===== config.mk =====
export PLATFORM = sky130hd
export DESIGN_NAME = exec_unit
export DESIGN_NICKNAME = d
export VERILOG_FILES = /design/src/common/riscv_pkg.sv /design/src/common/exec_pkg.sv /design/src/alu/alu.sv /design/src/alu/alu_mul.sv /design/src/design/branch_cmp.sv /design/src/design/mem_access.sv /design/src/design/exec_unit.sv
export SDC_FILE = /design/constraint.sdc
export NUM_CORES = 1
export LEC_CHECK = 0
export BUFFER_PORTS_ARGS = -buffer_cell sky130_fd_sc_hd__buf_2
export CELL_PAD_IN_SITES_DETAIL_PLACEMENT = 1
export CELL_PAD_IN_SITES_GLOBAL_PLACEMENT = 2
export CORE_ASPECT_RATIO = 0.8
export CORE_MARGIN = 3
export CORE_UTILIZATION = 40
export DETAILED_ROUTE_END_ITERATION = 8
export PLACE_DENSITY = 0.95
export SLEW_MARGIN = 30
export SYNTH_ARGS = -nofsm -noshare
export SYNTH_HDL_FRONTEND = slang
export SYNTH_SLANG_ARGS = --single-unit

===== constraint.sdc =====
create_clock -name clk -period 7.55 [get_ports clk]
set_input_delay 0.3775 -clock clk [delete_from_list [all_inputs] [get_ports clk]]
set_output_delay 0.3775 -clock clk [all_outputs]
set_load 0.05 [all_outputs]

===== src/common/riscv_pkg.sv =====
`default_nettype none

package riscv_pkg;

    localparam int XLEN = 32;

    // funct7 for SUB and SRA
    localparam logic [6:0] F7_ALT = 7'b0100000;

    typedef enum logic [2:0] {
        ALU_ADD  = 3'b000,
        ALU_SLL  = 3'b001,
        ALU_SLT  = 3'b010,
        ALU_SLTU = 3'b011,
        ALU_XOR  = 3'b100,
        ALU_SRL  = 3'b101,
        ALU_OR   = 3'b110,
        ALU_AND  = 3'b111
    } alu_f3_e;

    typedef enum logic [2:0] {
        MUL_MUL    = 3'b000,
        MUL_MULH   = 3'b001,
        MUL_MULHSU = 3'b010,
        MUL_MULHU  = 3'b011
    } mul_f3_e;

    typedef enum logic [2:0] {
        BR_EQ  = 3'b000,
        BR_NE  = 3'b001,
        BR_LT  = 3'b100,
        BR_GE  = 3'b101,
        BR_LTU = 3'b110,
        BR_GEU = 3'b111
    } br_f3_e;

    typedef enum logic [2:0] {
        LS_B  = 3'b000,
        LS_H  = 3'b001,
        LS_W  = 3'b010,
        LS_BU = 3'b100,
        LS_HU = 3'b101
    } ls_f3_e;

endpackage

`default_nettype wire


===== src/common/exec_pkg.sv =====
`default_nettype none

package exec_pkg;

    // which unit takes the order
    typedef enum logic [2:0] {
        EX_ALU    = 3'd0,
        EX_MUL    = 3'd1,
        EX_LOAD   = 3'd2,
        EX_STORE  = 3'd3,
        EX_JUMP   = 3'd4,
        EX_BRANCH = 3'd5,
        EX_SUBST  = 3'd6
    } exec_type_e;

    typedef enum logic [1:0] {
        MEM_IDLE = 2'd0,
        MEM_READ = 2'd1,
        MEM_DONE = 2'd2
    } mem_state_e;

endpackage

`default_nettype wire


===== src/alu/alu.sv =====
`timescale 1ns/1ps
`default_nettype none

module alu (
    input  logic [2:0]                 func3,
    input  logic [6:0]                 func7,
    input  logic [riscv_pkg::XLEN-1:0] a,
    input  logic [riscv_pkg::XLEN-1:0] b,
    output logic [riscv_pkg::XLEN-1:0] y
);

    logic       alt;
    logic [4:0] shamt;

    assign alt   = (func7 == riscv_pkg::F7_ALT);
    assign shamt = b[4:0];

    always_comb begin
        case (riscv_pkg::alu_f3_e'(func3))
            riscv_pkg::ALU_ADD:  y = alt ? a - b : a + b;
            riscv_pkg::ALU_SLL:  y = a << shamt;
            riscv_pkg::ALU_SLT:  y = {31'b0, $signed(a) < $signed(b)};
            riscv_pkg::ALU_SLTU: y = {31'b0, a < b};
            riscv_pkg::ALU_XOR:  y = a ^ b;
            // arithmetic shift keeps the sign bit
            riscv_pkg::ALU_SRL:  y = alt ? $unsigned($signed(a) >>> shamt) : a >> shamt;
            riscv_pkg::ALU_OR:   y = a | b;
            riscv_pkg::ALU_AND:  y = a & b;
            default:             y = '0;
        endcase
    end

endmodule

`default_nettype wire


===== src/alu/alu_mul.sv =====
`timescale 1ns/1ps
`default_nettype none

module alu_mul (
    input  logic                       clk,
    input  logic                       rst,
    input  logic                       start,
    input  logic [2:0]                 func3,
    input  logic [riscv_pkg::XLEN-1:0] a,
    input  logic [riscv_pkg::XLEN-1:0] b,
    output logic                       done,
    output logic [riscv_pkg::XLEN-1:0] y
);

    logic        a_signed;
    logic        b_signed;
    logic [31:0] a_mag;
    logic [31:0] b_mag;
    logic        running;
    logic        fix;
    logic        load;
    logic [4:0]  cnt;
    logic [63:0] mcand;
    logic [63:0] acc;
    logic [63:0] prod;
    logic [31:0] mplier;
    logic        neg;
    logic        high;

    always_comb begin
        a_signed = 1'b0;
        b_signed = 1'b0;
        case (riscv_pkg::mul_f3_e'(func3))
            riscv_pkg::MUL_MULH: begin
                a_signed = 1'b1;
                b_signed = 1'b1;
            end
            riscv_pkg::MUL_MULHSU: a_signed = 1'b1;
            default: ;
        endcase
    end

    assign a_mag = (a_signed && a[31]) ? -a : a;
    assign b_mag = (b_signed && b[31]) ? -b : b;
    assign load  = start & ~running & ~fix;

    always_ff @(posedge clk) begin
        if (rst) begin
            running <= 1'b0;
            fix     <= 1'b0;
            cnt     <= '0;
        end else begin
            fix <= 1'b0;
            if (load) begin
                running <= 1'b1;
                cnt     <= '0;
            end else if (running) begin
                cnt <= cnt + 5'd1;
                if (cnt == 5'd31) begin
                    running <= 1'b0;
                    fix     <= 1'b1;
                end
            end
        end
    end

    // one shift-add step per cycle
    always_ff @(posedge clk) begin
        if (load) begin
            mcand  <= {32'b0, a_mag};
            mplier <= b_mag;
            acc    <= '0;
            neg    <= (a_signed & a[31]) ^ (b_signed & b[31]);
            high   <= (func3 != riscv_pkg::MUL_MUL);
        end else if (running) begin
            acc    <= acc + (mplier[0] ? mcand : 64'b0);
            mcand  <= mcand << 1;
            mplier <= mplier >> 1;
        end
    end

    // sign fix in the last cycle
    assign prod = neg ? -acc : acc;
    assign y    = high ? prod[63:32] : prod[31:0];
    assign done = fix;

endmodule

`default_nettype wire


===== src/design/branch_cmp.sv =====
`timescale 1ns/1ps
`default_nettype none

module branch_cmp (
    input  logic [2:0]                 func3,
    input  logic [riscv_pkg::XLEN-1:0] a,
    input  logic [riscv_pkg::XLEN-1:0] b,
    output logic                       taken
);

    logic eq;
    logic lt;
    logic ltu;

    assign eq  = (a == b);
    assign lt  = $signed(a) < $signed(b);
    assign ltu = a < b;

    always_comb begin
        case (riscv_pkg::br_f3_e'(func3))
            riscv_pkg::BR_EQ:  taken = eq;
            riscv_pkg::BR_NE:  taken = ~eq;
            riscv_pkg::BR_LT:  taken = lt;
            riscv_pkg::BR_GE:  taken = ~lt;
            riscv_pkg::BR_LTU: taken = ltu;
            riscv_pkg::BR_GEU: taken = ~ltu;
            default:           taken = 1'b0;
        endcase
    end

endmodule

`default_nettype wire


===== src/design/mem_access.sv =====
`timescale 1ns/1ps
`default_nettype none

module mem_access #(
    parameter int MADDR_W = 10
) (
    input  logic                       clk,
    input  logic                       rst,
    input  logic                       start,
    input  logic                       is_store,
    input  logic [2:0]                 func3,
    input  logic [riscv_pkg::XLEN-1:0] addr,
    input  logic [riscv_pkg::XLEN-1:0] sdata,
    input  logic [riscv_pkg::XLEN-1:0] mem_ld,
    output logic                       done,
    output logic [riscv_pkg::XLEN-1:0] rdata,
    output logic                       mem_en,
    output logic [3:0]                 mem_write,
    output logic [MADDR_W-1:0]         mem_a,
    output logic [riscv_pkg::XLEN-1:0] mem_sd
);

    exec_pkg::mem_state_e state;
    logic [2:0]           f3_q;
    logic [1:0]           off_q;
    logic [3:0]           lanes;
    logic [31:0]          lane_data;
    logic [31:0]          ext_data;

    always_comb begin
        case (riscv_pkg::ls_f3_e'(func3))
            riscv_pkg::LS_B: begin
                lanes  = 4'b0001 << addr[1:0];
                mem_sd = {4{sdata[7:0]}};
            end
            riscv_pkg::LS_H: begin
                lanes  = 4'b0011 << addr[1:0];
                mem_sd = {2{sdata[15:0]}};
            end
            default: begin
                lanes  = 4'b1111;
                mem_sd = sdata;
            end
        endcase
    end

    // request goes out in the accept cycle
    assign mem_en    = start;
    assign mem_write = (start && is_store) ? lanes : 4'b0000;
    assign mem_a     = addr[MADDR_W+1:2];

    assign lane_data = mem_ld >> {off_q, 3'b000};

    always_comb begin
        case (riscv_pkg::ls_f3_e'(f3_q))
            riscv_pkg::LS_B:  ext_data = {{24{lane_data[7]}}, lane_data[7:0]};
            riscv_pkg::LS_BU: ext_data = {24'b0, lane_data[7:0]};
            riscv_pkg::LS_H:  ext_data = {{16{lane_data[15]}}, lane_data[15:0]};
            riscv_pkg::LS_HU: ext_data = {16'b0, lane_data[15:0]};
            default:          ext_data = mem_ld;
        endcase
    end

    always_ff @(posedge clk) begin
        if (rst) begin
            state <= exec_pkg::MEM_IDLE;
        end else begin
            case (state)
                exec_pkg::MEM_IDLE: begin
                    if (start) begin
                        state <= is_store ? exec_pkg::MEM_DONE : exec_pkg::MEM_READ;
                    end
                end
                exec_pkg::MEM_READ: state <= exec_pkg::MEM_DONE;
                default:            state <= exec_pkg::MEM_IDLE;
            endcase
        end
    end

    always_ff @(posedge clk) begin
        if (start) begin
            f3_q  <= func3;
            off_q <= addr[1:0];
            // stores return zero
            rdata <= '0;
        end else if (state == exec_pkg::MEM_READ) begin
            rdata <= ext_data;
        end
    end

    assign done = (state == exec_pkg::MEM_DONE);

endmodule

`default_nettype wire


===== src/design/exec_unit.sv =====
`timescale 1ns/1ps
`default_nettype none

module exec_unit #(
    parameter int PREG_W  = 6,
    parameter int CTX_W   = 4,
    parameter int MADDR_W = 10
) (
    input  logic                          clk,
    input  logic                          rst,
    input  logic                          order,
    output logic                          accepted,
    input  exec_pkg::exec_type_e          exec_type,
    input  logic [2:0]                    func3,
    input  logic [6:0]                    func7,
    input  logic [PREG_W-1:0]             pa_rd,
    input  logic [riscv_pkg::XLEN-1:0]    d_rs1,
    input  logic [riscv_pkg::XLEN-1:0]    d_rs2,
    input  logic [CTX_W-1:0]              ctx,
    input  logic [CTX_W-1:0]              b_t_ctx,
    input  logic [CTX_W-1:0]              b_f_ctx,
    output logic                          wr_valid,
    output logic [PREG_W-1:0]             wr_pa,
    output logic [riscv_pkg::XLEN-1:0]    wr_data,
    output logic                          jump_valid,
    output logic [CTX_W-1:0]              jump_ctx,
    output logic [riscv_pkg::XLEN-1:0]    jump_pc,
    output logic                          br_valid,
    output logic [CTX_W-1:0]              br_ctx,
    output logic [CTX_W-1:0]              br_miss_ctx,
    output logic [CTX_W-1:0]              br_safe_ctx,
    output logic                          mem_en,
    output logic [3:0]                    mem_write,
    output logic [MADDR_W-1:0]            mem_a,
    output logic [riscv_pkg::XLEN-1:0]    mem_sd,
    input  logic [riscv_pkg::XLEN-1:0]    mem_ld
);

    logic                       busy;
    logic                       done;
    logic [PREG_W-1:0]          pa_q;
    logic                       alu_start;
    logic                       mul_start;
    logic                       mem_start;
    logic                       jump_start;
    logic                       br_start;
    logic                       subst_start;
    logic                       mul_done;
    logic                       mem_done;
    logic                       taken;
    logic [riscv_pkg::XLEN-1:0] alu_y;
    logic [riscv_pkg::XLEN-1:0] mul_y;
    logic [riscv_pkg::XLEN-1:0] mem_y;
    logic [riscv_pkg::XLEN-1:0] result;

    assign accepted    = order & ~busy;
    assign alu_start   = accepted & (exec_type == exec_pkg::EX_ALU);
    assign mul_start   = accepted & (exec_type == exec_pkg::EX_MUL);
    assign mem_start   = accepted & ((exec_type == exec_pkg::EX_LOAD) |
                                     (exec_type == exec_pkg::EX_STORE));
    assign jump_start  = accepted & (exec_type == exec_pkg::EX_JUMP);
    assign br_start    = accepted & (exec_type == exec_pkg::EX_BRANCH);
    assign subst_start = accepted & (exec_type == exec_pkg::EX_SUBST);

    alu alu_i (
        .func3 (func3),
        .func7 (func7),
        .a     (d_rs1),
        .b     (d_rs2),
        .y     (alu_y)
    );

    alu_mul alu_mul_i (
        .clk   (clk),
        .rst   (rst),
        .start (mul_start),
        .func3 (func3),
        .a     (d_rs1),
        .b     (d_rs2),
        .done  (mul_done),
        .y     (mul_y)
    );

    branch_cmp branch_cmp_i (
        .func3 (func3),
        .a     (d_rs1),
        .b     (d_rs2),
        .taken (taken)
    );

    mem_access #(
        .MADDR_W (MADDR_W)
    ) mem_access_i (
        .clk       (clk),
        .rst       (rst),
        .start     (mem_start),
        .is_store  (exec_type == exec_pkg::EX_STORE),
        .func3     (func3),
        .addr      (d_rs1),
        .sdata     (d_rs2),
        .mem_ld    (mem_ld),
        .done      (mem_done),
        .rdata     (mem_y),
        .mem_en    (mem_en),
        .mem_write (mem_write),
        .mem_a     (mem_a),
        .mem_sd    (mem_sd)
    );

    // single-cycle units finish in their start cycle
    assign done = alu_start | mul_done | mem_done | jump_start | br_start | subst_start;

    assign result = alu_start   ? alu_y :
                    mul_done    ? mul_y :
                    mem_done    ? mem_y :
                    jump_start  ? d_rs2 :
                    subst_start ? d_rs1 :
                    '0;

    always_ff @(posedge clk) begin
        if (rst) begin
            busy       <= 1'b0;
            wr_valid   <= 1'b0;
            jump_valid <= 1'b0;
            br_valid   <= 1'b0;
        end else begin
            busy       <= ~done & (busy | accepted);
            wr_valid   <= done;
            jump_valid <= jump_start;
            br_valid   <= br_start;
        end
    end

    always_ff @(posedge clk) begin
        if (accepted) begin
            pa_q <= pa_rd;
        end
        if (done) begin
            wr_pa   <= accepted ? pa_rd : pa_q;
            wr_data <= result;
        end
        if (jump_start) begin
            jump_ctx <= ctx;
            jump_pc  <= d_rs1;
        end
        if (br_start) begin
            br_ctx      <= ctx;
            br_safe_ctx <= taken ? b_t_ctx : b_f_ctx;
            br_miss_ctx <= taken ? b_f_ctx : b_t_ctx;
        end
    end

endmodule

`default_nettype wire


==> reports/metrics.yaml <==
setup_path:
  cp.depth: 15
  cpPeakStageDelay_ns: 0.83
  path_buf_inv: 2
  cp_top_family: "compound AO/OA/AOI/OAI gates"
  timing.rr.start: "alu_mul_i.mplier[0]$_DFFE_PP_"
  slowest_stage: "a211oi_1"
  r2r_slack_ns: 2.21
  crit_arrival_ns: 5.84
  path_cells: "buf_4, and2_1, ha_1, inv_1, fa_1, nand2b_1, a21oi_1, o21ai_1, o21a_1, o311ai_1, o31ai_1, a211oi_1, a21oi_1, or4b_1, nand3_1"
  crit_required_ns: 8.04
  reg2reg_to: "alu_mul_i.acc[54]$_SDFFE_PP0P_"
  setup.worst_path.class: "register to register"
  cp_common_cell: "a21oi_1"
  end_kind: "register"
  cp_max_fo: 21
  cp-start-kind: "register"
  reg2reg_depth: 15
floorplan:
  io_pins: 267
  fp.dieW_um: 302
  rows: 86
  core_area_mm2: 0.0692
  initial_utilization_pct: 40.5
  die_area_mm2: 0.0733
  die_y_um: 243
place:
  io_buffer_count: 266
  post-place-ws_ns: 1.99
  gp_congestion: 1.04
  dpl.hpwl_um: 107000
  dp.cells: 4450
power:
  leakage_nw: 12.7
  power-per-cell-area_mw_per_mm2: 237
  ir_drop_mv: 0.189
drt:
  drtIter0Drc: 4042
  ant_nets: 0
  firstDrtPassIters: 9
  vias: 29982
  wl_um: 140000
  drc: 0
  viasPerCell: 6.62
  wl_per_cell_um: 31.0
final_layout:
  layout.cells.most_common: "nand2_1"
  final_nets: 3867
  final_cell_mix: "nand2_1 (338), a21oi_1 (318), nor2_1 (309)"
  fill_cells: 8370
  instances_no_fill: 4530
  synthToLayoutAreaGrowth_pct: 10.9
  drive_gt1_share_pct: 13.5
hold_path:
  hold_start: "pa_rd[2]"
  hp-class: "primary input to register"
  hold_end: "pa_q[2]$_DFF_P_"
  holdPathStages: 3
synthesis:
  yosys_warnings: 0
  syn_area_mm2: 0.0280
  syn_inst: 3504
  synth-main-ff-cell: "edfxtp_1"
  synth_cell_type_count: 94
  ys_async_sr_fraction_pct: 0
  syn_area_per_cell_um2: 8.00
  yosysSeqAreaShare_pct: 27.3
  ys_ff_latch: 304
  synth_edf_count: 157
  syn-num-nets: 3802
clock_network:
  cts_buffers: 37
  clockBufferDepth: 3
  cts_setup_buffers: 0
  cts-root-buf: "clkbuf_16"
  cts_tree: "done"
  clock_sinks: 304
  clkTransAtPathRegs_ns: 0.08
  cts_max_level: 2
  clk_latency_ns: 0.60
status:
  status: "finished clean"
global_route:
  grt_max_degree: 91
  grt_pass1_vias: 28533
  grt_use_total_pct: 37.0
  antenna_found_initial: 17
  grt_pass1_wl_um: 202000
  grt-ovfl-total: 0
timing:
  final_max_slew_viol_count: 0
  min_period_ns: 5.34
  setup_viol: 0
  skew_ns: 0.0507
  tns_ns: 0
  finalWorstSetupSlack_ns: 2.21
  rsz0062_at_grt: "false"
  whs_ns: 0.00256
  max_freq_mhz: 187
  tightest_slew_ns: 1.05
  period_share_pct: 70.8
  finalHoldViolations: 0
  max_slew_margin_pct: 28.4
job:
  drv_cap: 0
## sequential cells by signal, indices dropped and copies added, names as in the netlist, 5 cells and up
signal / count
alu_mul_i.acc: 64
alu_mul_i.cnt: 5
alu_mul_i.mcand: 64
alu_mul_i.mplier: 32
jump_pc: 32
mem_access_i.rdata: 32
pa_q: 6
wr_data: 32
wr_pa: 6
## worst max-delay path by stage
stage / start / endpoint / slack, ns
2_1_floorplan: d_rs2[2] / br_miss_ctx[0]$_DFFE_PP_ / 2.67
3_3_place_gp: d_rs2[3] / br_miss_ctx[2]$_DFFE_PP_ / 2.03
3_5_place_dp: d_rs2[3] / br_safe_ctx[2]$_DFFE_PP_ / 1.99
4_1_cts: alu_mul_i.mplier[0]$_DFFE_PP_ / alu_mul_i.acc[54]$_SDFFE_PP0P_ / 2.46
5_1_grt: alu_mul_i.mplier[0]$_DFFE_PP_ / alu_mul_i.acc[54]$_SDFFE_PP0P_ / 2.04
6_report: alu_mul_i.mplier[0]$_DFFE_PP_ / alu_mul_i.acc[54]$_SDFFE_PP0P_ / 2.21
## metrics by stage
step / instance area, µm² / power [mW] / util [%]
after floorplan: 28000 / 4.36 / -
after global placement: 29800 / 5.33 / 43.1
after detailed placement: 29800 / 5.40 / 43.1
after CTS: 31100 / 7.27 / 44.9
after global routing: 31100 / 7.69 / 44.9
final: 31100 / 7.38 / 44.9
## Yosys cell counts, types with 36 or more instances
master	count	share of area (%)
ha_1	165	7.4
a21oi_1	318	5.7
dfxtp_1	147	10
nor2_1	314	4.2
inv_1	128	1.7
nand3_1	52	0.93
clkbuf_1	245	3.3
nand2b_1	36	0.80
xor2_1	56	1.7
o31ai_1	41	1.1
a211oi_1	38	1.0
nor3_1	58	1.0
o21ai_0	275	4.9
mux2i_1	128	4.6
xnor2_1	136	4.2
edfxtp_1	157	17
o211ai_1	36	0.96
nand2_1	338	4.5
a21o_1	61	1.6
mux4_2	44	3.5
and2_1	77	1.7
## cell type report
| cell class | count | area [µm²] | share of cell area, % |
|---|---|---|---|
| Inverter | 134 | 503 | 1.62 |
| Clock inverter | 18 | 168 | 0.539 |
| Sequential cell | 304 | 7660 | 24.6 |
| Clock buffer | 49 | 1020 | 3.29 |
| Antenna cell | 9 | 22.5 | 0.0724 |
| Timing Repair Buffer | 319 | 1740 | 5.61 |
| Tap cell | 924 | 1160 | 3.72 |
| Multi-Input combinational cell | 2773 | 18800 | 60.5 |
## tightest hold or removal path, cell delays in order
cell     delay [ns]
buf_2          0.08
nand2_1        0.04
nand2_1        0.07
## per-layer routing
metal | vias up | global-route usage [%] | wire, µm
met2 | 1834 | 49.4 | 54400
li1 | 13020 | - | -
met1 | 14858 | 53.2 | 60800
met5 | - | 1.06 | 160
met3 | 260 | 14.5 | 20000
met4 | 10 | 12.6 | 4910
## cell families after synthesis
group                    synth area share, %
multiplexers                            8.46
XOR/XNOR                                6.00
adder cells (fa/ha/maj)                 7.58
AO/OA/AOI/OAI                           26.8
flip-flops                              27.3
buffers and inverters                   5.98
AND/OR/NAND/NOR                         17.9
## where the power goes
group          internal, mW  switching, mW
Combinational          1.07           1.99
Sequential             2.03          0.439
Clock                  1.00          0.849
## what timing repair did
action / CTS / global route
hold buffers: 4 / 0
setup endpoints to repair: 0 / 0
hold endpoints to repair: 8 / 0
resized for setup: 0 / 0
Note: power is estimated with default switching activity, not from simulation.
